**src/cpu_pkg.sv**
```systemverilog
package cpu_pkg;

    localparam int ADDR_W = 12;  // word address width of both memories

    typedef logic [31:0]       word_t;
    typedef logic [31:0]       instr_t;
    typedef logic [ADDR_W-1:0] addr_t;
    typedef logic [4:0]        reg_idx_t;
    typedef logic [4:0]        opcode_t;
    typedef logic [4:0]        alu_fn_t;

    localparam opcode_t OP_RTYPE = 5'd0;
    localparam opcode_t OP_J     = 5'd1;
    localparam opcode_t OP_BNE   = 5'd2;
    localparam opcode_t OP_JAL   = 5'd3;
    localparam opcode_t OP_JR    = 5'd4;
    localparam opcode_t OP_ADDI  = 5'd5;
    localparam opcode_t OP_BLT   = 5'd6;
    localparam opcode_t OP_SW    = 5'd7;
    localparam opcode_t OP_LW    = 5'd8;

    localparam alu_fn_t FN_ADD = 5'd0;
    localparam alu_fn_t FN_SUB = 5'd1;
    localparam alu_fn_t FN_AND = 5'd2;
    localparam alu_fn_t FN_OR  = 5'd3;
    localparam alu_fn_t FN_SLL = 5'd4;
    localparam alu_fn_t FN_SRA = 5'd5;

    localparam reg_idx_t LINK_REG = 5'd31;  // written by jal
    localparam instr_t   NOP      = '0;     // add r0, r0, r0

    function automatic opcode_t op_of(input instr_t ir);
        return ir[31:27];
    endfunction

    function automatic reg_idx_t rd_of(input instr_t ir);
        return ir[26:22];
    endfunction

    function automatic reg_idx_t rs_of(input instr_t ir);
        return ir[21:17];
    endfunction

    function automatic reg_idx_t rt_of(input instr_t ir);
        return ir[16:12];
    endfunction

    function automatic logic [4:0] shamt_of(input instr_t ir);
        return ir[11:7];
    endfunction

    function automatic alu_fn_t fn_of(input instr_t ir);
        return ir[6:2];
    endfunction

    function automatic word_t imm_of(input instr_t ir);
        return {{15{ir[16]}}, ir[16:0]};  // 17-bit signed immediate
    endfunction

    function automatic addr_t target_of(input instr_t ir);
        return ir[ADDR_W-1:0];  // only the low bits reach the memory
    endfunction

    // non R-type instructions read rd as their second source
    function automatic reg_idx_t src_b_of(input instr_t ir);
        return (op_of(ir) == OP_RTYPE) ? rt_of(ir) : rd_of(ir);
    endfunction

    function automatic reg_idx_t dest_of(input instr_t ir);
        case (op_of(ir))
            OP_JAL:                   return LINK_REG;
            OP_RTYPE, OP_ADDI, OP_LW: return rd_of(ir);
            default:                  return '0;  // no register write
        endcase
    endfunction

endpackage

```
**src/cpu_if.sv**
```systemverilog
interface dx_if;
    import cpu_pkg::*;

    addr_t  pc;  // fetch address plus one
    instr_t ir;
    word_t  a;   // rs value from the register file
    word_t  b;   // second source value

    modport src (
        output pc, ir, a, b
    );

    modport dst (
        input pc, ir, a, b
    );
endinterface

interface bypass_if;
    import cpu_pkg::*;

    instr_t xm_ir;
    word_t  xm_o;
    instr_t mw_ir;
    word_t  mw_wdata;  // writeback value
    logic   mw_we;

    modport xm (
        output xm_ir, xm_o
    );

    modport mw (
        output mw_ir, mw_wdata, mw_we
    );

    modport fwd (
        input xm_ir, xm_o, mw_ir, mw_wdata, mw_we
    );
endinterface

```
**src/cpu_top.sv**
```systemverilog
module cpu_top (
    input  logic            clock_i,
    input  logic            rst_n_i,
    output cpu_pkg::addr_t  imem_addr_o,
    input  cpu_pkg::instr_t imem_data_i,
    output cpu_pkg::addr_t  dmem_addr_o,
    output cpu_pkg::word_t  dmem_wdata_o,
    output logic            dmem_we_o,
    input  cpu_pkg::word_t  dmem_rdata_i
);
    import cpu_pkg::*;

    logic     stall;
    logic     do_jump;
    addr_t    jump_pc;
    addr_t    fd_pc;
    instr_t   fd_ir;
    reg_idx_t rf_raddr_a;
    reg_idx_t rf_raddr_b;
    word_t    rf_rdata_a;
    word_t    rf_rdata_b;
    reg_idx_t rf_waddr;
    word_t    xm_b;

    dx_if     dx_bus ();
    bypass_if byp_bus ();

    assign rf_waddr = dest_of(byp_bus.mw_ir);  // writeback target

    fetch_stage fetch_stage_inst (
        .clock_i     (clock_i),
        .rst_n_i     (rst_n_i),
        .stall_i     (stall),
        .do_jump_i   (do_jump),
        .jump_pc_i   (jump_pc),
        .imem_data_i (imem_data_i),
        .imem_addr_o (imem_addr_o),
        .fd_pc_o     (fd_pc),
        .fd_ir_o     (fd_ir)
    );

    reg_file reg_file_inst (
        .clock_i   (clock_i),
        .rst_n_i   (rst_n_i),
        .raddr_a_i (rf_raddr_a),
        .raddr_b_i (rf_raddr_b),
        .rdata_a_o (rf_rdata_a),
        .rdata_b_o (rf_rdata_b),
        .we_i      (byp_bus.mw_we),
        .waddr_i   (rf_waddr),
        .wdata_i   (byp_bus.mw_wdata)
    );

    decode_stage decode_stage_inst (
        .clock_i      (clock_i),
        .rst_n_i      (rst_n_i),
        .fd_pc_i      (fd_pc),
        .fd_ir_i      (fd_ir),
        .flush_i      (do_jump),  // taken branch squashes DX
        .rf_raddr_a_o (rf_raddr_a),
        .rf_raddr_b_o (rf_raddr_b),
        .rf_rdata_a_i (rf_rdata_a),
        .rf_rdata_b_i (rf_rdata_b),
        .stall_o      (stall),
        .dx           (dx_bus)
    );

    execute_stage execute_stage_inst (
        .clock_i   (clock_i),
        .rst_n_i   (rst_n_i),
        .dx        (dx_bus),
        .byp       (byp_bus),
        .xm        (byp_bus),
        .xm_b_o    (xm_b),
        .do_jump_o (do_jump),
        .jump_pc_o (jump_pc)
    );

    memory_stage memory_stage_inst (
        .clock_i      (clock_i),
        .rst_n_i      (rst_n_i),
        .xm_b_i       (xm_b),
        .byp          (byp_bus),
        .xm_ir_i      (byp_bus.xm_ir),
        .xm_o_i       (byp_bus.xm_o),
        .dmem_addr_o  (dmem_addr_o),
        .dmem_wdata_o (dmem_wdata_o),
        .dmem_we_o    (dmem_we_o),
        .dmem_rdata_i (dmem_rdata_i)
    );
endmodule

```
**src/decode_stage.sv**
```systemverilog
module decode_stage (
    input  logic              clock_i,
    input  logic              rst_n_i,
    input  cpu_pkg::addr_t    fd_pc_i,
    input  cpu_pkg::instr_t   fd_ir_i,
    input  logic              flush_i,
    output cpu_pkg::reg_idx_t rf_raddr_a_o,
    output cpu_pkg::reg_idx_t rf_raddr_b_o,
    input  cpu_pkg::word_t    rf_rdata_a_i,
    input  cpu_pkg::word_t    rf_rdata_b_i,
    output logic              stall_o,
    dx_if.src                 dx
);
    import cpu_pkg::*;

    reg_idx_t src_a;
    reg_idx_t src_b;
    reg_idx_t load_dest;
    logic     dx_is_load;
    logic     hit_a;
    logic     hit_b;
    instr_t   dx_ir_q;
    addr_t    dx_pc_q;
    word_t    dx_a_q;
    word_t    dx_b_q;

    assign src_a = rs_of(fd_ir_i);
    assign src_b = src_b_of(fd_ir_i);

    assign rf_raddr_a_o = src_a;
    assign rf_raddr_b_o = src_b;

    // load in DX whose data is needed next cycle
    assign dx_is_load = (op_of(dx_ir_q) == OP_LW);
    assign load_dest  = dest_of(dx_ir_q);
    assign hit_a      = (src_a != '0) && (src_a == load_dest);
    assign hit_b      = (src_b != '0) && (src_b == load_dest)
                        && (op_of(fd_ir_i) != OP_SW);  // store data is bypassed later

    assign stall_o = dx_is_load && (hit_a || hit_b);

    always_ff @(posedge clock_i) begin
        if (!rst_n_i) begin
            dx_ir_q <= NOP;
        end else if (stall_o || flush_i) begin
            dx_ir_q <= NOP;  // bubble
        end else begin
            dx_ir_q <= fd_ir_i;
        end
    end

    always_ff @(posedge clock_i) begin
        dx_pc_q <= fd_pc_i;
        dx_a_q  <= rf_rdata_a_i;
        dx_b_q  <= rf_rdata_b_i;
    end

    assign dx.pc = dx_pc_q;
    assign dx.ir = dx_ir_q;
    assign dx.a  = dx_a_q;
    assign dx.b  = dx_b_q;
endmodule

```
**src/execute_stage.sv**
```systemverilog
module execute_stage (
    input  logic           clock_i,
    input  logic           rst_n_i,
    dx_if.dst              dx,
    bypass_if.fwd          byp,
    bypass_if.xm           xm,
    output cpu_pkg::word_t xm_b_o,
    output logic           do_jump_o,
    output cpu_pkg::addr_t jump_pc_o
);
    import cpu_pkg::*;

    reg_idx_t xm_dest;
    reg_idx_t mw_dest;
    word_t    op_a;      // rs after bypass
    word_t    op_b;      // rt or rd after bypass
    word_t    imm;
    word_t    result;
    opcode_t  op;
    logic     taken;
    instr_t   xm_ir_q;
    word_t    xm_o_q;
    word_t    xm_b_q;

    // XM wins over MW, both over the register file
    function automatic word_t fwd_val(input reg_idx_t src, input word_t reg_val,
                                      input reg_idx_t xm_dst, input word_t xm_val,
                                      input reg_idx_t mw_dst, input logic mw_we,
                                      input word_t mw_val);
        if (src != '0 && src == xm_dst) begin
            return xm_val;
        end else if (mw_we && src == mw_dst) begin
            return mw_val;
        end
        return reg_val;
    endfunction

    assign xm_dest = dest_of(byp.xm_ir);
    assign mw_dest = dest_of(byp.mw_ir);

    assign op_a = fwd_val(rs_of(dx.ir), dx.a, xm_dest, byp.xm_o,
                          mw_dest, byp.mw_we, byp.mw_wdata);
    assign op_b = fwd_val(src_b_of(dx.ir), dx.b, xm_dest, byp.xm_o,
                          mw_dest, byp.mw_we, byp.mw_wdata);

    assign op  = op_of(dx.ir);
    assign imm = imm_of(dx.ir);

    always_comb begin
        result = '0;
        case (op)
            OP_RTYPE: begin
                case (fn_of(dx.ir))
                    FN_ADD:  result = op_a + op_b;
                    FN_SUB:  result = op_a - op_b;
                    FN_AND:  result = op_a & op_b;
                    FN_OR:   result = op_a | op_b;
                    FN_SLL:  result = op_a << shamt_of(dx.ir);
                    FN_SRA:  result = word_t'($signed(op_a) >>> shamt_of(dx.ir));
                    default: result = '0;
                endcase
            end
            OP_ADDI, OP_SW, OP_LW: result = op_a + imm;  // sum or memory address
            OP_JAL:                result = {{(32 - ADDR_W){1'b0}}, dx.pc};  // link value
            default:               result = '0;
        endcase
    end

    // rd is compared against rs
    always_comb begin
        case (op)
            OP_BNE:              taken = (op_b != op_a);
            OP_BLT:              taken = ($signed(op_b) < $signed(op_a));
            OP_J, OP_JAL, OP_JR: taken = 1'b1;
            default:             taken = 1'b0;
        endcase
    end

    always_comb begin
        case (op)
            OP_BNE, OP_BLT: jump_pc_o = dx.pc + imm[ADDR_W-1:0];
            OP_JR:          jump_pc_o = op_b[ADDR_W-1:0];
            default:        jump_pc_o = target_of(dx.ir);
        endcase
    end

    assign do_jump_o = taken;

    always_ff @(posedge clock_i) begin
        if (!rst_n_i) begin
            xm_ir_q <= NOP;
        end else begin
            xm_ir_q <= dx.ir;
        end
    end

    always_ff @(posedge clock_i) begin
        xm_o_q <= result;
        xm_b_q <= op_b;  // store data
    end

    assign xm.xm_ir = xm_ir_q;
    assign xm.xm_o  = xm_o_q;
    assign xm_b_o   = xm_b_q;
endmodule

```
**src/fetch_stage.sv**
```systemverilog
module fetch_stage (
    input  logic            clock_i,
    input  logic            rst_n_i,
    input  logic            stall_i,
    input  logic            do_jump_i,
    input  cpu_pkg::addr_t  jump_pc_i,
    input  cpu_pkg::instr_t imem_data_i,
    output cpu_pkg::addr_t  imem_addr_o,
    output cpu_pkg::addr_t  fd_pc_o,
    output cpu_pkg::instr_t fd_ir_o
);
    import cpu_pkg::*;

    addr_t  pc_q;
    addr_t  pc_plus1;
    instr_t fd_ir_q;
    addr_t  fd_pc_q;

    assign pc_plus1    = pc_q + addr_t'(1);
    assign imem_addr_o = pc_q;  // async instruction read

    always_ff @(posedge clock_i) begin
        if (!rst_n_i) begin
            pc_q    <= '0;
            fd_ir_q <= NOP;
        end else if (do_jump_i) begin
            pc_q    <= jump_pc_i;
            fd_ir_q <= NOP;  // squash the wrong-path fetch
        end else if (!stall_i) begin
            pc_q    <= pc_plus1;
            fd_ir_q <= imem_data_i;
        end
    end

    always_ff @(posedge clock_i) begin
        if (!stall_i || do_jump_i) begin
            fd_pc_q <= pc_plus1;  // return address / branch base
        end
    end

    assign fd_pc_o = fd_pc_q;
    assign fd_ir_o = fd_ir_q;
endmodule

```
**src/memory_stage.sv**
```systemverilog
module memory_stage (
    input  logic            clock_i,
    input  logic            rst_n_i,
    input  cpu_pkg::word_t  xm_b_i,
    bypass_if.mw            byp,
    input  cpu_pkg::instr_t xm_ir_i,
    input  cpu_pkg::word_t  xm_o_i,
    output cpu_pkg::addr_t  dmem_addr_o,
    output cpu_pkg::word_t  dmem_wdata_o,
    output logic            dmem_we_o,
    input  cpu_pkg::word_t  dmem_rdata_i
);
    import cpu_pkg::*;

    instr_t mw_ir_q;
    word_t  mw_o_q;
    word_t  mw_d_q;   // load data
    word_t  wb_data;
    logic   wb_we;

    assign wb_we   = (dest_of(mw_ir_q) != '0);
    assign wb_data = (op_of(mw_ir_q) == OP_LW) ? mw_d_q : mw_o_q;

    assign dmem_addr_o = xm_o_i[ADDR_W-1:0];
    assign dmem_we_o   = (op_of(xm_ir_i) == OP_SW);

    // covers a load or ALU op right before the store
    assign dmem_wdata_o = (wb_we && dest_of(mw_ir_q) == src_b_of(xm_ir_i)) ? wb_data : xm_b_i;

    always_ff @(posedge clock_i) begin
        if (!rst_n_i) begin
            mw_ir_q <= NOP;
        end else begin
            mw_ir_q <= xm_ir_i;
        end
    end

    always_ff @(posedge clock_i) begin
        mw_o_q <= xm_o_i;
        mw_d_q <= dmem_rdata_i;
    end

    assign byp.mw_ir    = mw_ir_q;
    assign byp.mw_wdata = wb_data;
    assign byp.mw_we    = wb_we;
endmodule

```
**src/reg_file.sv**
```systemverilog
module reg_file (
    input  logic              clock_i,
    input  logic              rst_n_i,
    input  cpu_pkg::reg_idx_t raddr_a_i,
    input  cpu_pkg::reg_idx_t raddr_b_i,
    output cpu_pkg::word_t    rdata_a_o,
    output cpu_pkg::word_t    rdata_b_o,
    input  logic              we_i,
    input  cpu_pkg::reg_idx_t waddr_i,
    input  cpu_pkg::word_t    wdata_i
);
    import cpu_pkg::*;

    word_t regs [1:31];  // r0 is not stored

    always_ff @(posedge clock_i) begin
        if (rst_n_i && we_i && waddr_i != '0) begin
            regs[waddr_i] <= wdata_i;
        end
    end

    // same-cycle write is seen by the reader
    assign rdata_a_o = (raddr_a_i == '0)                 ? '0      :
                       (we_i && waddr_i == raddr_a_i)    ? wdata_i : regs[raddr_a_i];
    assign rdata_b_o = (raddr_b_i == '0)                 ? '0      :
                       (we_i && waddr_i == raddr_b_i)    ? wdata_i : regs[raddr_b_i];
endmodule

```
**config.mk**
```make
export PLATFORM = sky130hd
export DESIGN_NAME = cpu_top
export DESIGN_NICKNAME = d
export VERILOG_FILES = /design/src/cpu_pkg.sv /design/src/cpu_if.sv /design/src/cpu_top.sv /design/src/decode_stage.sv /design/src/execute_stage.sv /design/src/fetch_stage.sv /design/src/memory_stage.sv /design/src/reg_file.sv
export SDC_FILE = /design/constraint.sdc
export NUM_CORES = 2
export LEC_CHECK = 0
export BUFFER_PORTS_ARGS = -buffer_cell sky130_fd_sc_hd__buf_4
export CAP_MARGIN = 20
export CORE_MARGIN = 3
export CORE_UTILIZATION = 50
export CTS_BUF_LIST = sky130_fd_sc_hd__clkbuf_8
export DETAILED_ROUTE_END_ITERATION = 10
export GPL_TIMING_DRIVEN = 0
export HOLD_SLACK_MARGIN = 0.12
export PLACE_DENSITY_LB_ADDON = 0.2
export SYNTH_ARGS = -nofsm -noshare
export SYNTH_HDL_FRONTEND = slang
export SYNTH_SLANG_ARGS = --single-unit
```
**constraint.sdc**
```tcl
create_clock -name clock_i -period 19.22 [get_ports clock_i]
set_input_delay 3.844 -clock clock_i [delete_from_list [all_inputs] [get_ports clock_i]]
set_output_delay 3.844 -clock clock_i [all_outputs]
set_load 0.02 [all_outputs]
```
==> impl_metrics.json <==
{
  "fin_cells": 8552,
  "fraction_of_the_mapped_netlist_area_in_compound_gates_pct": 9.32,
  "reg2reg_depth": 23,
  "post-dp-hpwl_microns": 224000,
  "drive_gt1_share_pct": 15.0,
  "cts.reportedPaths.clkPinSlew_ps": 60,
  "synth_sequential_area_ratio_pct": 52.3,
  "combPwrFrac_pct": 40.9,
  "crit_family": "simple AND/OR/NAND/NOR gates",
  "static-leakage-power_nw": 29.1,
  "worst_ir_drop_vdd_v": 0.0000793,
  "grt.total_usage_pct": 40.5,
  "worstSkewPairLatency_ps": 960,
  "synth_seq_cells": 1314,
  "synth_cell_type_count": 101,
  "avgRoutedWirePerCell_microns": 34.5,
  "hold_buffers": 0,
  "report.power.total_mw": 10.3,
  "crit_buf_inv": 5,
  "power_switching_mw": 4.23,
  "synth_mux_area_share_pct": 15.5,
  "setup_repair_after_global_routing_missed_its_margin": "no",
  "maximum_number_of_pins_on_one_net_before_global_route_repair": 37,
  "cts_max_path_buffers": 3,
  "gpl.final_weighted_congestion": 1.04,
  "routed_wirelength_microns": 295000,
  "antenna_found_initial": 13,
  "dr.pass1.iters": 9,
  "post-place-cells": 8137,
  "final_hold_viols": 0,
  "htree_levels": 4,
  "final_common_cell": "nand2_1",
  "grt_util_met3_pct": 9.66,
  "seq_power_share_pct": 34.7,
  "finalCriticalPeriod_ps": 10000,
  "critical_path_class": "register to register",
  "n_fill_cell": 11600,
  "powerDensity_nw_per_um2": 131,
  "design.die.area_sq_um": 144000,
  "finalSetupTns_ps": 0,
  "reg2reg_to": "decode_stage_inst.dx.ir[18]$_SDFF_PP0_",
  "cts_tree": "yes",
  "crit_path_cell_trace": "nor2_1 -> nand3_1 -> clkbuf_1 -> buf_6 -> buf_1 -> mux2_2 -> mux2i_1 -> o21ai_0 -> clkbuf_1 -> ha_1 -> or4_1 -> nor2_1 -> nand3_1 -> nor2_1 -> o31ai_1 -> o211a_1 -> maj3_1 -> o41ai_2 -> mux2i_1 -> o21ai_2 -> nor2b_1 -> clkbuf_1 -> and3_1",
  "area_delta_synth_final_pct": 13.0,
  "ys.flop_type": "edfxtp_1",
  "grt_pass1_vias": 54500,
  "timing.clock.skew_ps": 84.5,
  "core_sq_um": 138000,
  "final-seq-area_sq_um": 36400,
  "cap_violations": 0,
  "groute.layer.met1.usage_pct": 50.3,
  "cp_data_required_time_ps": 20080,
  "grt_pass1_wl_microns": 409000,
  "synthXorXnorAreaFrac_pct": 1.58,
  "drc_errors": 0,
  "end_kind": "register",
  "r2r_setup_slack_ps": 9220,
  "switching_share_pct": 41.2,
  "number_of_design_rule_violations_left_by_the_first_detailed_router_iteration": 8347,
  "most-common-layout-cells": "nand2_1 (1153), edfxtp_1 (1004), nand3_1 (349), clkbuf_1 (326), nor2_1 (323)",
  "drt-vias-per-instance": 6.72,
  "starting_utilization_of_the_core_area_pct": 50.5,
  "status": "finished clean",
  "max-slew-margin-rel_pct": 12.2,
  "grt_overflow": 0,
  "cts.sinks": 1314,
  "postRouteAntennaNets": 0,
  "synth-edff-count": 1004,
  "share_clk_of_total_power_pct": 24.4,
  "root_buffer": "clkbuf_8",
  "max_clock_freq_mhz": 100,
  "synth_top_family_by_area": "multiplexers",
  "critPathMaxStageDelay_ps": 890,
  "simple_gate_share_of_the_synthesized_area_pct": 15.0,
  "timing.final.setup_violations": 0,
  "startpoint_type": "register",
  "worstMarginPinSlew_ps": 1320,
  "die_height_microns": 379,
  "final.period_utilization_pct": 52.0,
  "synth.cell_area_sq_um": 69600,
  "crit_arrival_ps": 10860,
  "numCtsBuffers": 216,
  "critical_path_depth": 23,
  "crit_end": "decode_stage_inst.dx.ir[18]$_SDFF_PP0_",
  "crit_path_max_fanout": 36,
  "highest_delay_cell_along_the_critical_path": "mux2i_1",
  "multi_input_area_sq_um": 31200,
  "post_synth_fa_ha_maj_area_fraction_pct": 3.16,
  "chipWidth_microns": 379,
  "min-delay-path-class": "register to register",
  "port_buffers": 122,
  "critical_path.reg2reg.startpoint": "memory_stage_inst.byp.mw_ir[31]$_SDFF_PN0_",
  "gr-max-usage-layer": "met2",
  "grt_met2_use_pct": 64.4,
  "synth_area_per_cell_sq_um": 11.3,
  "cellInternalPower_mw": 6.05,
  "finalNetCount": 6814,
  "boundaryPins": 123,
  "syn-num-nets": 6392,
  "cp-startpoint": "memory_stage_inst.byp.mw_ir[31]$_SDFF_PN0_",
  "synth_async_sr_flop_share_pct": 0,
  "holdPathStages": 0,
  "cts-resized-gates": 0,
  "fp-row-count": 136,
  "post_synth_inst_count": 6153,
  "num_vias": 57500,
  "ys.warnings.count": 0,
  "post-cts-setup-buffers": 0,
  "timing.final.max_slew_violations": 0
}
cell type report:
class                           instances  area share, %
Clock inverter                        164           1.48
Sequential cell                      1314           46.3
Tap cell                             1794           2.86
Clock buffer                          231           4.04
Antenna cell                            6         0.0191
Timing Repair Buffer                  204           2.74
Buffer                                432           2.21
Inverter                              135          0.645
Multi-Input combinational cell       4272           39.8
logic make-up (layout without fill, tap and decap cells):
family          count (synthesis)  count (layout)
flops                        1314            1314
fa+ha+maj                     174             174
buf+inv                       567            1166
xor+xnor                      124             124
compound gates                976             976
simple gates                 2325            2325
other cells                     0               6
mux                           673             673
sequential cells by signal (all words and copies together), names as in the netlist, 15 cells and up, named ones only:
signal and cells:
execute_stage_inst.xm_b_o 32, execute_stage_inst.xm.xm_ir 15, memory_stage_inst.mw_o_q 32, decode_stage_inst.dx.ir 32, decode_stage_inst.dx.b 32, decode_stage_inst.dx.a 32
reg_file_inst.regs 992, fetch_stage_inst.fd_ir_o 32, execute_stage_inst.xm.xm_o 32, memory_stage_inst.mw_d_q 32
power by group through the flow:
| stage | sequential [mW] | clock, mW | combinational (mW) |
|---|---|---|---|
| floorplan | 3.55 | 0 | 2.41 |
| global placement | 3.61 | 0 | 3.96 |
| detailed placement | 3.62 | 0 | 4.01 |
| CTS | 3.56 | 2.51 | 4.03 |
| global route | 3.57 | 2.64 | 4.38 |
| finish | 3.56 | 2.51 | 4.20 |
per-stage QoR:
| step | util, % | setup slack, ps | cell area, sq um | hold WS, ps |
|---|---|---|---|---|
| after floorplan | - | 12700 | 69600 | 323 |
| final | 57.0 | 9220 | 78600 | 343 |
| after global placement | 52.8 | 9250 | 72700 | 325 |
| after CTS | 56.9 | 9270 | 78400 | 342 |
| after detailed placement | 53.7 | 9360 | 74100 | 328 |
| after global routing | 57.0 | 9010 | 78600 | 344 |
per-layer routing:
metal	vias up	part of all wire [%]
li1	24000	-
met2	4337	46
met3	939	12
met4	4	7.2
met1	28200	35
met5	-	0.0091
cell usage after synthesis (8+ instances only):
| library cell | n | area, sq um |
|---|---|---|
| or3_1 | 10 | 62.6 |
| buf_2 | 19 | 95.1 |
| mux2_2 | 82 | 923 |
| edfxtp_1 | 1004 | 30100 |
| o22ai_1 | 29 | 181 |
| a311oi_1 | 132 | 1160 |
| mux2i_1 | 276 | 2760 |
| a222oi_1 | 10 | 100 |
| a22oi_1 | 22 | 165 |
| a2111oi_0 | 11 | 96.3 |
| o21ai_0 | 162 | 811 |
| nor3_1 | 87 | 435 |
| o21ai_1 | 34 | 170 |
| a221oi_1 | 11 | 96.3 |
| nor4_1 | 47 | 294 |
| o41ai_1 | 12 | 105 |
| a21oi_1 | 283 | 1420 |
| a31oi_1 | 15 | 93.8 |
| xor2_1 | 32 | 280 |
| buf_1 | 63 | 236 |
| ha_1 | 170 | 2130 |
| a21o_1 | 26 | 195 |
| nand4_1 | 19 | 119 |
| nand3_1 | 349 | 1750 |
| buf_4 | 19 | 143 |
| o221ai_1 | 17 | 149 |
| xnor2_1 | 90 | 788 |
| a211o_1 | 10 | 87.6 |
| nand2b_1 | 16 | 100 |
| dfxtp_1 | 310 | 6210 |
| nor2b_1 | 21 | 131 |
| a211oi_1 | 44 | 330 |
| nand2_1 | 1153 | 4330 |
| and3_1 | 185 | 1160 |
| o21bai_1 | 17 | 128 |
| a32oi_1 | 10 | 87.6 |
| and2_1 | 31 | 194 |
| inv_1 | 130 | 488 |
| o211ai_1 | 63 | 473 |
| nor2_1 | 354 | 1330 |
| mux4_2 | 314 | 7070 |
| o21a_1 | 20 | 150 |
| or4_1 | 8 | 60.1 |
| clkbuf_1 | 328 | 1230 |
worst min path at each step:
| stage | to | slack, ps | startpoint |
|---|---|---|---|
| 3_3_place_gp | decode_stage_inst.dx.pc[4]$_DFF_P_ | 330 | fetch_stage_inst.fd_pc_o[4]$_DFFE_PP_ |
| 2_1_floorplan | decode_stage_inst.dx.pc[0]$_DFF_P_ | 320 | fetch_stage_inst.fd_pc_o[0]$_DFFE_PP_ |
| 6_report | decode_stage_inst.dx.pc[11]$_DFF_P_ | 340 | fetch_stage_inst.fd_pc_o[11]$_DFFE_PP_ |
| 3_5_place_dp | decode_stage_inst.dx.pc[0]$_DFF_P_ | 330 | fetch_stage_inst.fd_pc_o[0]$_DFFE_PP_ |
| 5_1_grt | decode_stage_inst.dx.pc[10]$_DFF_P_ | 340 | fetch_stage_inst.fd_pc_o[10]$_DFFE_PP_ |
| 4_1_cts | decode_stage_inst.dx.pc[10]$_DFF_P_ | 340 | fetch_stage_inst.fd_pc_o[10]$_DFFE_PP_ |
(Power assumes the default switching activity.)
